`config.mk`:
```
export PLATFORM = sky130hd
export DESIGN_NAME = snh_top
export DESIGN_NICKNAME = d
export VERILOG_FILES = /design/src/source/snh_pkg.sv /design/src/source/snh_cfg_if.sv /design/src/source/snh_cfg_regs.sv /design/src/source/snh_hold_bank.sv /design/src/source/snh_lpf.sv /design/src/source/snh_skew_delay.sv /design/src/source/snh_top.sv
export SDC_FILE = /design/constraint.sdc
export NUM_CORES = 1
export LEC_CHECK = 0
export BUFFER_PORTS_ARGS = -buffer_cell sky130_fd_sc_hd__clkbuf_2
export CORE_MARGIN = 3
export CORE_UTILIZATION = 25
export DETAILED_ROUTE_END_ITERATION = 10
export SLEW_MARGIN = 10
export SYNTH_ARGS = -nofsm -noshare
export SYNTH_HDL_FRONTEND = slang
export SYNTH_HIERARCHICAL = 1
export SYNTH_SLANG_ARGS = --single-unit
export TNS_END_PERCENT = 100
```
`constraint.sdc`:
```
create_clock -name clk -period 10.3 [get_ports clk]
set_input_delay 1.03 -clock clk [delete_from_list [all_inputs] [get_ports clk]]
set_output_delay 1.03 -clock clk [all_outputs]
set_load 0.03 [all_outputs]
```
`src/source/snh_pkg.sv`:
```
// sample widths, lane count, config register map and the sample type

`default_nettype none

package snh_pkg;

    ////////////////////////////////////////////////////////////
    // datapath sizing
    ////////////////////////////////////////////////////////////

    localparam int sample_w = 16;   // one input sample, two's complement
    localparam int n_out    = 4;    // default hold lane count
    localparam int max_skew = 15;   // deepest programmable (-) delay, in samples

    localparam int lane_idx_w = $clog2(n_out);  // lane index for the default lane count

    // signed sample word, used for both sides of the pair
    typedef logic signed [sample_w-1:0] sample_t;

    ////////////////////////////////////////////////////////////
    // configuration register map
    ////////////////////////////////////////////////////////////

    localparam int skew_w     = 4;  // skew field
    localparam int shift_w    = 4;  // pole shift field, 0..15
    localparam int cfg_data_w = 8;  // bus data width, fields zero-extended

    typedef logic [1:0] cfg_addr_t;

    localparam cfg_addr_t addr_skew  = 2'd0;  // (-) side delay
    localparam cfg_addr_t addr_pole1 = 2'd1;  // first section shift
    localparam cfg_addr_t addr_pole2 = 2'd2;  // second section shift
    localparam cfg_addr_t addr_ctrl  = 2'd3;  // bit 0 = lpf bypass

endpackage

`default_nettype wire

```
`src/source/snh_cfg_if.sv`:
```
// configuration interface between register block and datapath, with modports

`timescale 1ns/1ps
`default_nettype none

interface snh_cfg_if;
    import snh_pkg::*;

    logic [skew_w-1:0]  skew;         // (-) delay in samples
    logic [shift_w-1:0] pole1_shift;  // section 1 coefficient as right shift
    logic [shift_w-1:0] pole2_shift;  // section 2 coefficient as right shift
    logic               lpf_bypass;   // route input around the filter

    // register side drives everything
    modport regs (
        output skew,
        output pole1_shift,
        output pole2_shift,
        output lpf_bypass
    );

    // skew line and filter only look
    modport dp (
        input skew,
        input pole1_shift,
        input pole2_shift,
        input lpf_bypass
    );

endinterface

`default_nettype wire

```
`src/source/snh_cfg_regs.sv`:
```
// config register block: masked writes, registered readback, drives the cfg interface

`timescale 1ns/1ps
`default_nettype none

module snh_cfg_regs (
    input  logic                           clk,
    input  logic                           rst_n,
    input  logic                           cfg_we,     // single-cycle write strobe
    input  snh_pkg::cfg_addr_t             cfg_addr,
    input  logic [snh_pkg::cfg_data_w-1:0] cfg_wdata,
    output logic [snh_pkg::cfg_data_w-1:0] cfg_rdata,  // addressed reg, one cycle later
    snh_cfg_if.regs                        cfg
);
    import snh_pkg::*;

    logic [cfg_data_w-1:0] rd_mux;  // zero-extended view of the addressed field

    ////////////////////////////////////////////////////////////
    // write side
    ////////////////////////////////////////////////////////////

    // each field only keeps its own width, upper bits dropped
    always_ff @(posedge clk) begin
        if (!rst_n) begin
            cfg.skew        <= '0;
            cfg.pole1_shift <= '0;
            cfg.pole2_shift <= '0;
            cfg.lpf_bypass  <= 1'b0;
        end else if (cfg_we) begin
            case (cfg_addr)
                addr_skew:  cfg.skew        <= cfg_wdata[skew_w-1:0];
                addr_pole1: cfg.pole1_shift <= cfg_wdata[shift_w-1:0];
                addr_pole2: cfg.pole2_shift <= cfg_wdata[shift_w-1:0];
                addr_ctrl:  cfg.lpf_bypass  <= cfg_wdata[0];
                default: ;  // full 2-bit map decoded above
            endcase
        end
    end

    ////////////////////////////////////////////////////////////
    // read side
    ////////////////////////////////////////////////////////////

    always_comb begin
        rd_mux = '0;
        case (cfg_addr)
            addr_skew:  rd_mux = cfg_data_w'(cfg.skew);
            addr_pole1: rd_mux = cfg_data_w'(cfg.pole1_shift);
            addr_pole2: rd_mux = cfg_data_w'(cfg.pole2_shift);
            addr_ctrl:  rd_mux = cfg_data_w'(cfg.lpf_bypass);
            default:    rd_mux = '0;
        endcase
    end

    // readback registered, so rdata trails the address by a cycle
    // a write and read of the same reg in one cycle returns the old value
    always_ff @(posedge clk) begin
        if (!rst_n) begin
            cfg_rdata <= '0;
        end else begin
            cfg_rdata <= rd_mux;
        end
    end

endmodule

`default_nettype wire

```
`src/source/snh_hold_bank.sv`:
```
// round-robin lane pointer and N_OUT differential hold registers with output strobe

`timescale 1ns/1ps
`default_nettype none

module snh_hold_bank #(
    parameter int N_OUT = snh_pkg::n_out   // number of hold lanes, 2 or more
) (
    input  logic                       clk,
    input  logic                       rst_n,
    input  logic                       filt_valid,
    input  snh_pkg::sample_t           filt_p,
    input  snh_pkg::sample_t           filt_n,
    output logic                       out_valid,        // one pulse per captured pair
    output logic [$clog2(N_OUT)-1:0]   out_lane,         // lane just written
    output snh_pkg::sample_t           out_p [N_OUT],
    output snh_pkg::sample_t           out_n [N_OUT]
);
    import snh_pkg::*;

    localparam int lane_w = $clog2(N_OUT);

    ////////////////////////////////////////////////////////////
    // lane pointer
    ////////////////////////////////////////////////////////////

    // stands in for the interleaved per-lane sampling clocks
    logic [lane_w-1:0] ptr;
    logic [lane_w-1:0] ptr_nxt;

    always_comb begin
        if (ptr == lane_w'(N_OUT - 1)) begin
            ptr_nxt = '0;              // wrap, N_OUT need not be a power of 2
        end else begin
            ptr_nxt = ptr + 1'b1;
        end
    end

    always_ff @(posedge clk) begin
        if (!rst_n) begin
            ptr       <= '0;
            out_valid <= 1'b0;
            out_lane  <= '0;
        end else begin
            out_valid <= filt_valid;   // strobe one cycle behind the input
            if (filt_valid) begin
                out_lane <= ptr;
                ptr      <= ptr_nxt;
            end
        end
    end

    ////////////////////////////////////////////////////////////
    // hold lanes
    ////////////////////////////////////////////////////////////

    // only the pointed lane captures, the rest keep their value
    always_ff @(posedge clk) begin
        if (!rst_n) begin
            for (int k = 0; k < N_OUT; k++) begin
                out_p[k] <= '0;
                out_n[k] <= '0;
            end
        end else if (filt_valid) begin
            for (int k = 0; k < N_OUT; k++) begin
                if (ptr == lane_w'(k)) begin
                    out_p[k] <= filt_p;
                    out_n[k] <= filt_n;
                end
            end
        end
    end

endmodule

`default_nettype wire

```
`src/source/snh_lpf.sv`:
```
// two-section shift-coefficient low-pass per side, fixed two-cycle latency, with bypass

`timescale 1ns/1ps
`default_nettype none

module snh_lpf (
    input  logic             clk,
    input  logic             rst_n,
    snh_cfg_if.dp            cfg,
    input  logic             dly_valid,
    input  snh_pkg::sample_t dly_p,
    input  snh_pkg::sample_t dly_n,
    output logic             filt_valid,  // dly_valid + 2 cycles
    output snh_pkg::sample_t filt_p,
    output snh_pkg::sample_t filt_n
);
    import snh_pkg::*;

    localparam int st_w = sample_w + 1;   // one guard bit on the state

    typedef logic signed [st_w-1:0] state_t;

    sample_t x    [2];   // side 0 = (+), side 1 = (-)
    state_t  s1   [2];   // first pole state
    state_t  s2   [2];   // second pole state, feeds the output
    sample_t byp1 [2];   // bypass path, stage 1
    sample_t byp2 [2];   // bypass path, stage 2
    logic    v1;         // section 1 updated last cycle
    logic    v2;

    // s + ((in - s) >>> sh), floor rounding from the arithmetic shift
    function automatic state_t pole_step(state_t s, state_t in, logic [shift_w-1:0] sh);
        logic signed [st_w:0] diff;
        logic signed [st_w:0] sum;
        diff = in - s;          // one more bit, no wrap
        diff = diff >>> sh;
        sum  = s + diff;
        return state_t'(sum);   // result lies between s and in
    endfunction

    // clip the guarded state back to a sample
    function automatic sample_t sat(state_t v);
        if (v[st_w-1] != v[st_w-2]) begin
            return v[st_w-1] ? {1'b1, {(sample_w-1){1'b0}}} : {1'b0, {(sample_w-1){1'b1}}};
        end
        return sample_t'(v);
    endfunction

    assign x[0] = dly_p;
    assign x[1] = dly_n;

    // filter states move only on valid, bypass or not
    always_ff @(posedge clk) begin
        if (!rst_n) begin
            v1 <= 1'b0;
            v2 <= 1'b0;
            for (int i = 0; i < 2; i++) begin
                s1[i] <= '0;
                s2[i] <= '0;
            end
        end else begin
            v1 <= dly_valid;
            v2 <= v1;
            for (int i = 0; i < 2; i++) begin
                if (dly_valid) s1[i] <= pole_step(s1[i], state_t'(x[i]), cfg.pole1_shift);
                if (v1)        s2[i] <= pole_step(s2[i], s1[i], cfg.pole2_shift);
            end
        end
    end

    // raw samples follow the same two stages
    always_ff @(posedge clk) begin
        for (int i = 0; i < 2; i++) begin
            if (dly_valid) byp1[i] <= x[i];
            if (v1)        byp2[i] <= byp1[i];
        end
    end

    assign filt_valid = v2;
    assign filt_p     = cfg.lpf_bypass ? byp2[0] : sat(s2[0]);
    assign filt_n     = cfg.lpf_bypass ? byp2[1] : sat(s2[1]);

endmodule

`default_nettype wire

```
`src/source/snh_skew_delay.sv`:
```
// input register stage with programmable sample delay on the (-) side

`timescale 1ns/1ps
`default_nettype none

module snh_skew_delay #(
    parameter int MAX_SKEW = snh_pkg::max_skew   // history depth minus one
) (
    input  logic             clk,
    input  logic             rst_n,
    input  logic             in_valid,   // one strobe per sample pair
    input  snh_pkg::sample_t in_p,
    input  snh_pkg::sample_t in_n,
    snh_cfg_if.dp            cfg,
    output logic             dly_valid,
    output snh_pkg::sample_t dly_p,
    output snh_pkg::sample_t dly_n       // in_n from skew strobes back
);
    import snh_pkg::*;

    sample_t hist [MAX_SKEW+1];  // hist[0] = newest in_n, hist[k] = k strobes older
    int      tap;                // clamped history index

    // shift on strobe only, so delay counts samples and not cycles
    always_ff @(posedge clk) begin
        if (!rst_n) begin
            dly_valid <= 1'b0;
            for (int k = 0; k <= MAX_SKEW; k++) begin
                hist[k] <= '0;   // pre-reset history reads back as 0
            end
        end else begin
            dly_valid <= in_valid;
            if (in_valid) begin
                hist[0] <= in_n;
                for (int k = 1; k <= MAX_SKEW; k++) begin
                    hist[k] <= hist[k-1];
                end
            end
        end
    end

    // (+) side gets one plain register to line up with hist[0]
    always_ff @(posedge clk) begin
        if (in_valid) begin
            dly_p <= in_p;
        end
    end

    // skew field may be wider than the line for a short MAX_SKEW, clamp it
    always_comb begin
        tap = (int'(cfg.skew) > MAX_SKEW) ? MAX_SKEW : int'(cfg.skew);
    end

    assign dly_n = hist[tap];   // tap of registered history, aligned with dly_p

endmodule

`default_nettype wire

```
`src/source/snh_top.sv`:
```
// top level: config registers, skew delay, low-pass filter and hold bank

`timescale 1ns/1ps
`default_nettype none

module snh_top #(
    parameter int N_OUT    = snh_pkg::n_out,     // hold lanes
    parameter int MAX_SKEW = snh_pkg::max_skew   // deepest (-) delay
) (
    input  logic                           clk,
    input  logic                           rst_n,
    // sample stream
    input  logic                           in_valid,
    input  snh_pkg::sample_t               in_p,
    input  snh_pkg::sample_t               in_n,
    // config port
    input  logic                           cfg_we,
    input  snh_pkg::cfg_addr_t             cfg_addr,
    input  logic [snh_pkg::cfg_data_w-1:0] cfg_wdata,
    output logic [snh_pkg::cfg_data_w-1:0] cfg_rdata,
    // held lanes
    output logic                           out_valid,   // in_valid + 4 cycles
    output logic [$clog2(N_OUT)-1:0]       out_lane,
    output snh_pkg::sample_t               out_p [N_OUT],
    output snh_pkg::sample_t               out_n [N_OUT]
);
    import snh_pkg::*;

    ////////////////////////////////////////////////////////////
    // internal nets
    ////////////////////////////////////////////////////////////

    logic    dly_valid;    // skew stage out, +1
    sample_t dly_p;
    sample_t dly_n;
    logic    filt_valid;   // filter out, +3
    sample_t filt_p;
    sample_t filt_n;

    snh_cfg_if cfg_if ();

    snh_cfg_regs cfg_regs_i (
        .clk       (clk),
        .rst_n     (rst_n),
        .cfg_we    (cfg_we),
        .cfg_addr  (cfg_addr),
        .cfg_wdata (cfg_wdata),
        .cfg_rdata (cfg_rdata),
        .cfg       (cfg_if.regs)
    );

    snh_skew_delay #(.MAX_SKEW(MAX_SKEW)) skew_delay_i (
        .clk       (clk),
        .rst_n     (rst_n),
        .in_valid  (in_valid),
        .in_p      (in_p),
        .in_n      (in_n),
        .cfg       (cfg_if.dp),
        .dly_valid (dly_valid),
        .dly_p     (dly_p),
        .dly_n     (dly_n)
    );

    snh_lpf lpf_i (
        .clk        (clk),
        .rst_n      (rst_n),
        .cfg        (cfg_if.dp),
        .dly_valid  (dly_valid),
        .dly_p      (dly_p),
        .dly_n      (dly_n),
        .filt_valid (filt_valid),
        .filt_p     (filt_p),
        .filt_n     (filt_n)
    );

    snh_hold_bank #(.N_OUT(N_OUT)) hold_bank_i (
        .clk        (clk),
        .rst_n      (rst_n),
        .filt_valid (filt_valid),
        .filt_p     (filt_p),
        .filt_n     (filt_n),
        .out_valid  (out_valid),
        .out_lane   (out_lane),
        .out_p      (out_p),
        .out_n      (out_n)
    );

endmodule

`default_nettype wire

```
==> run summary <==
internal power: 5040 uW
final core utilization: 0.289
Avg Inst Size Synth: 10.9 um2
Max Transition Viols Final: 0
share of cells above drive strength 1: 0.139
post-route cell area: 36400 um2
most common library cells after synthesis: edfxtp_1, nand2_1, mux2i_1
Period minus WS final: 7600 ps
FMAX: 0.132 GHz
Worst R2R Start: cfg_regs_i/cfg.skew[0]$_SDFFE_PN0P_
Slew @ Worst Pin: 1140 ps
Leak: 0.0156 uW
DP Wirelength: 57200 um
Worst Path Required: 10740 ps
status: completed
total grt overflow: 0
share of the synthesized area in the top cell type: 0.382
YS warnings: 6
Post-DP Area: 34200 um2
Cell variety after synth: 92
Setup WS post-layout: 2700 ps
drt drc: 0
relative slew slack: 0.239
Resize count post-CTS: 0
switching pwr: 2540 uW
die height: 362 um
DRT iter0 DRCs: 2171
switching share of power: 0.336
vias in the first global route: 21400
Clk network pwr share: 0.316
final hold vios: 0
Final Skew: 71.8 ps
DIE AREA: 131000 um2
Logic pwr share: 0.333
Post-CTS Setup Bufs: 0
port bufs: 176
largest net degree at the start of global routing: 157
sequential-to-total area share from yosys stat: 0.478
gr usage total: 0.120
total wire length: 81900 um
Core ar.: 126000 um2
CTS root buffer: clkbuf_16
vias per cell: 4.78
cell area power density: 208 nW/um2
Final #Nets: 3220
Mapped Area: 31800 um2
RSZ-0062 raised after global routing: false
hold_sp: lpf_i/byp1[0][29]$_DFFE_PP_
Critical Path Source Type: register
worst r2r dst: lpf_i/s1[0][33]$_SDFFCE_PN0P_
crit end category: register
routed len/inst: 17.3 um
endpoints failing setup: 0
P&R area growth vs syn: 14.6%
starting density of the core: 0.252
Syn Inst Count: 2921
worst vdd ir: 0.128 mV
cell taking the most area after synthesis: edfxtp_1
Hold WC Path Type: reg2reg
CTS Sinks: 557
Clock transition at path regs: 60 ps
vias: 22600
total CTS buffers: 61
die width: 362 um
Reg power frac: 0.351
Max FO, Critical Path: 45
max cap viols: 0
hold_buf cts: 0
post-place setup slack: 2630 ps
GPL Wtd Cong: 0.859
initial antenna violation count: 4
Max Root-Sink Buffers: 3
Final Total Pwr: 7580 uW
first-pass GRT wire length: 126000 um
Seq cells post-synth: 557
post-route ant nets: 0
Crit Path Category: reg2reg
Synth area leaders: edfxtp_1, dfxtp_1, mux2i_1, ha_1, mux4_2
Hold Path End: lpf_i/byp2[0][29]$_DFFE_PP_
worst-skew pair later-pin latency: 690 ps
r2r worst-path depth: 27
post-synthesis async set-or-reset flop share: 0
IO Pins: 185
Final Cycle Share: 0.738
FF-to-FF setup slack: 2700 ps
number of synthesized flops with an enable pin: 404
TritonRoute pass-1 iters: 5
Setup TNS: 0 ps
Synth Flop Type: edfxtp_1
most frequent cell after synthesis: edfxtp_1
H-tree depth: 2
Critical Path AT: 8040 ps
FP Rows: 130
Hold Path Cell Cnt: 0
CTS tree: built
## routing by layer
layer / share of wire / up-vias / track usage
met3: 0.064 / 88 / 0.0240
met1: 0.50 / 10900 / 0.181
met5: 0 / - / 0
li1: - / 11000 / -
met4: 0.016 / 0 / 0.0246
met2: 0.42 / 643 / 0.177
## cell families after synthesis
kind of cell	Yosys count	synth area share
multiplexers	311	0.128
buffers and inverters	283	0.0408
adder cells (fa/ha/maj)	148	0.0602
AND/OR/NAND/NOR	954	0.147
XOR/XNOR	100	0.0276
AO/OA/AOI/OAI	567	0.117
flip-flops	557	0.478
other	1	0.000118
## sequential cells by signal (all words and copies together), names as in the netlist
name                        count
skew_delay_i/hist             256
hold_bank_i/out_n              64
hold_bank_i/out_p              64
lpf_i/s1                       34
lpf_i/s2                       34
lpf_i/byp1                     32
lpf_i/byp2                     32
skew_delay_i/dly_p             16
cfg_regs_i/cfg.pole1_shift      4
cfg_regs_i/cfg.pole2_shift      4
cfg_regs_i/cfg.skew             4
cfg_regs_i/cfg_rdata            4
hold_bank_i/out_lane            2
hold_bank_i/ptr                 2
cfg_regs_i/cfg.lpf_bypass       1
hold_bank_i/out_valid           1
lpf_i/filt_valid                1
lpf_i/v1                        1
skew_delay_i/dly_valid          1
## cell type report
| class | count | area, um2 |
|---|---|---|
| antenna | 6 | 15.0 |
| multi-input combinational | 2084 | 15300 |
| clock buffer | 78 | 1740 |
| sequential | 557 | 15200 |
| clock inverter | 37 | 499 |
| inverter | 110 | 413 |
| timing repair buffer | 212 | 1190 |
| fill | 13100 | 89500 |
| tap | 1650 | 2060 |
## cell usage in the layout (no fill, tap or decap), drive strengths merged, types with 30 or more instances in the layout
cell,synthesis,routed
a22oi,43,43
mux2i,219,219
o21a,30,30
ha,140,140
nor3,45,45
nor2b,30,30
buf,58,38
nand2,331,331
inv,109,117
a211oi,34,34
a21o,33,33
a21oi,130,130
xnor2,61,61
o21ai,144,144
edfxtp,404,404
and3,177,177
and2,111,111
nor2,168,168
dfxtp,153,153
clkbuf,115,252
mux4,70,70
xor2,39,39
## through the flow
step           hold slack (ps)  std cells
6_report                   391       4734
4_1_cts                    385       4728
3_3_place_gp               404       4613
5_1_grt                    402       4728
2_1_floorplan              400       2924
3_5_place_dp               405       4613
## power by group through the flow
stage                     Clock (uW)  Sequential, uW  Combinational, uW
after floorplan                    0            2670               1970
after global placement             0            2710               2470
after detailed placement           0            2710               2490
after CTS                       2470            2660               2500
after global routing            2560            2680               2810
final                           2400            2660               2520
## how the worst max path moves through the flow
stage                                        start  slack [ps]                               endpoint
2_1_floorplan                             in_valid        1960  skew_delay_i/hist[0][0]$_SDFFCE_PN0P_
3_3_place_gp   cfg_regs_i/cfg.skew[0]$_SDFFE_PN0P_        2630          lpf_i/s1[0][33]$_SDFFCE_PN0P_
3_5_place_dp   cfg_regs_i/cfg.skew[0]$_SDFFE_PN0P_        2630          lpf_i/s1[0][33]$_SDFFCE_PN0P_
4_1_cts        cfg_regs_i/cfg.skew[0]$_SDFFE_PN0P_        2640          lpf_i/s1[0][33]$_SDFFCE_PN0P_
5_1_grt        cfg_regs_i/cfg.skew[0]$_SDFFE_PN0P_        2110          lpf_i/s1[0][33]$_SDFFCE_PN0P_
6_report       cfg_regs_i/cfg.skew[0]$_SDFFE_PN0P_        2700          lpf_i/s1[0][33]$_SDFFCE_PN0P_
## critical path: stages (launching register included)
cell and delay (ps):
dfxtp_4 910, buf_4 390, mux4_2 530, a22oi_1 180, nand2_1 170, ha_1 420, and3_1 290, and3_1 270
o221ai_2 160, a21oi_2 220, nor2_1 80, xnor2_1 310, mux2i_1 200, mux2_2 350, a311oi_1 340, ha_1 250
inv_1 70, fa_1 400, nor2b_1 200, o31a_1 200, o211ai_1 120, a21oi_1 210, a2111oi_0 100, nor3_1 340
a31oi_1 170, o21ai_0 230, xnor2_1 140, nor2_1 60
No activity file was read; power rests on OpenSTA's default activity.
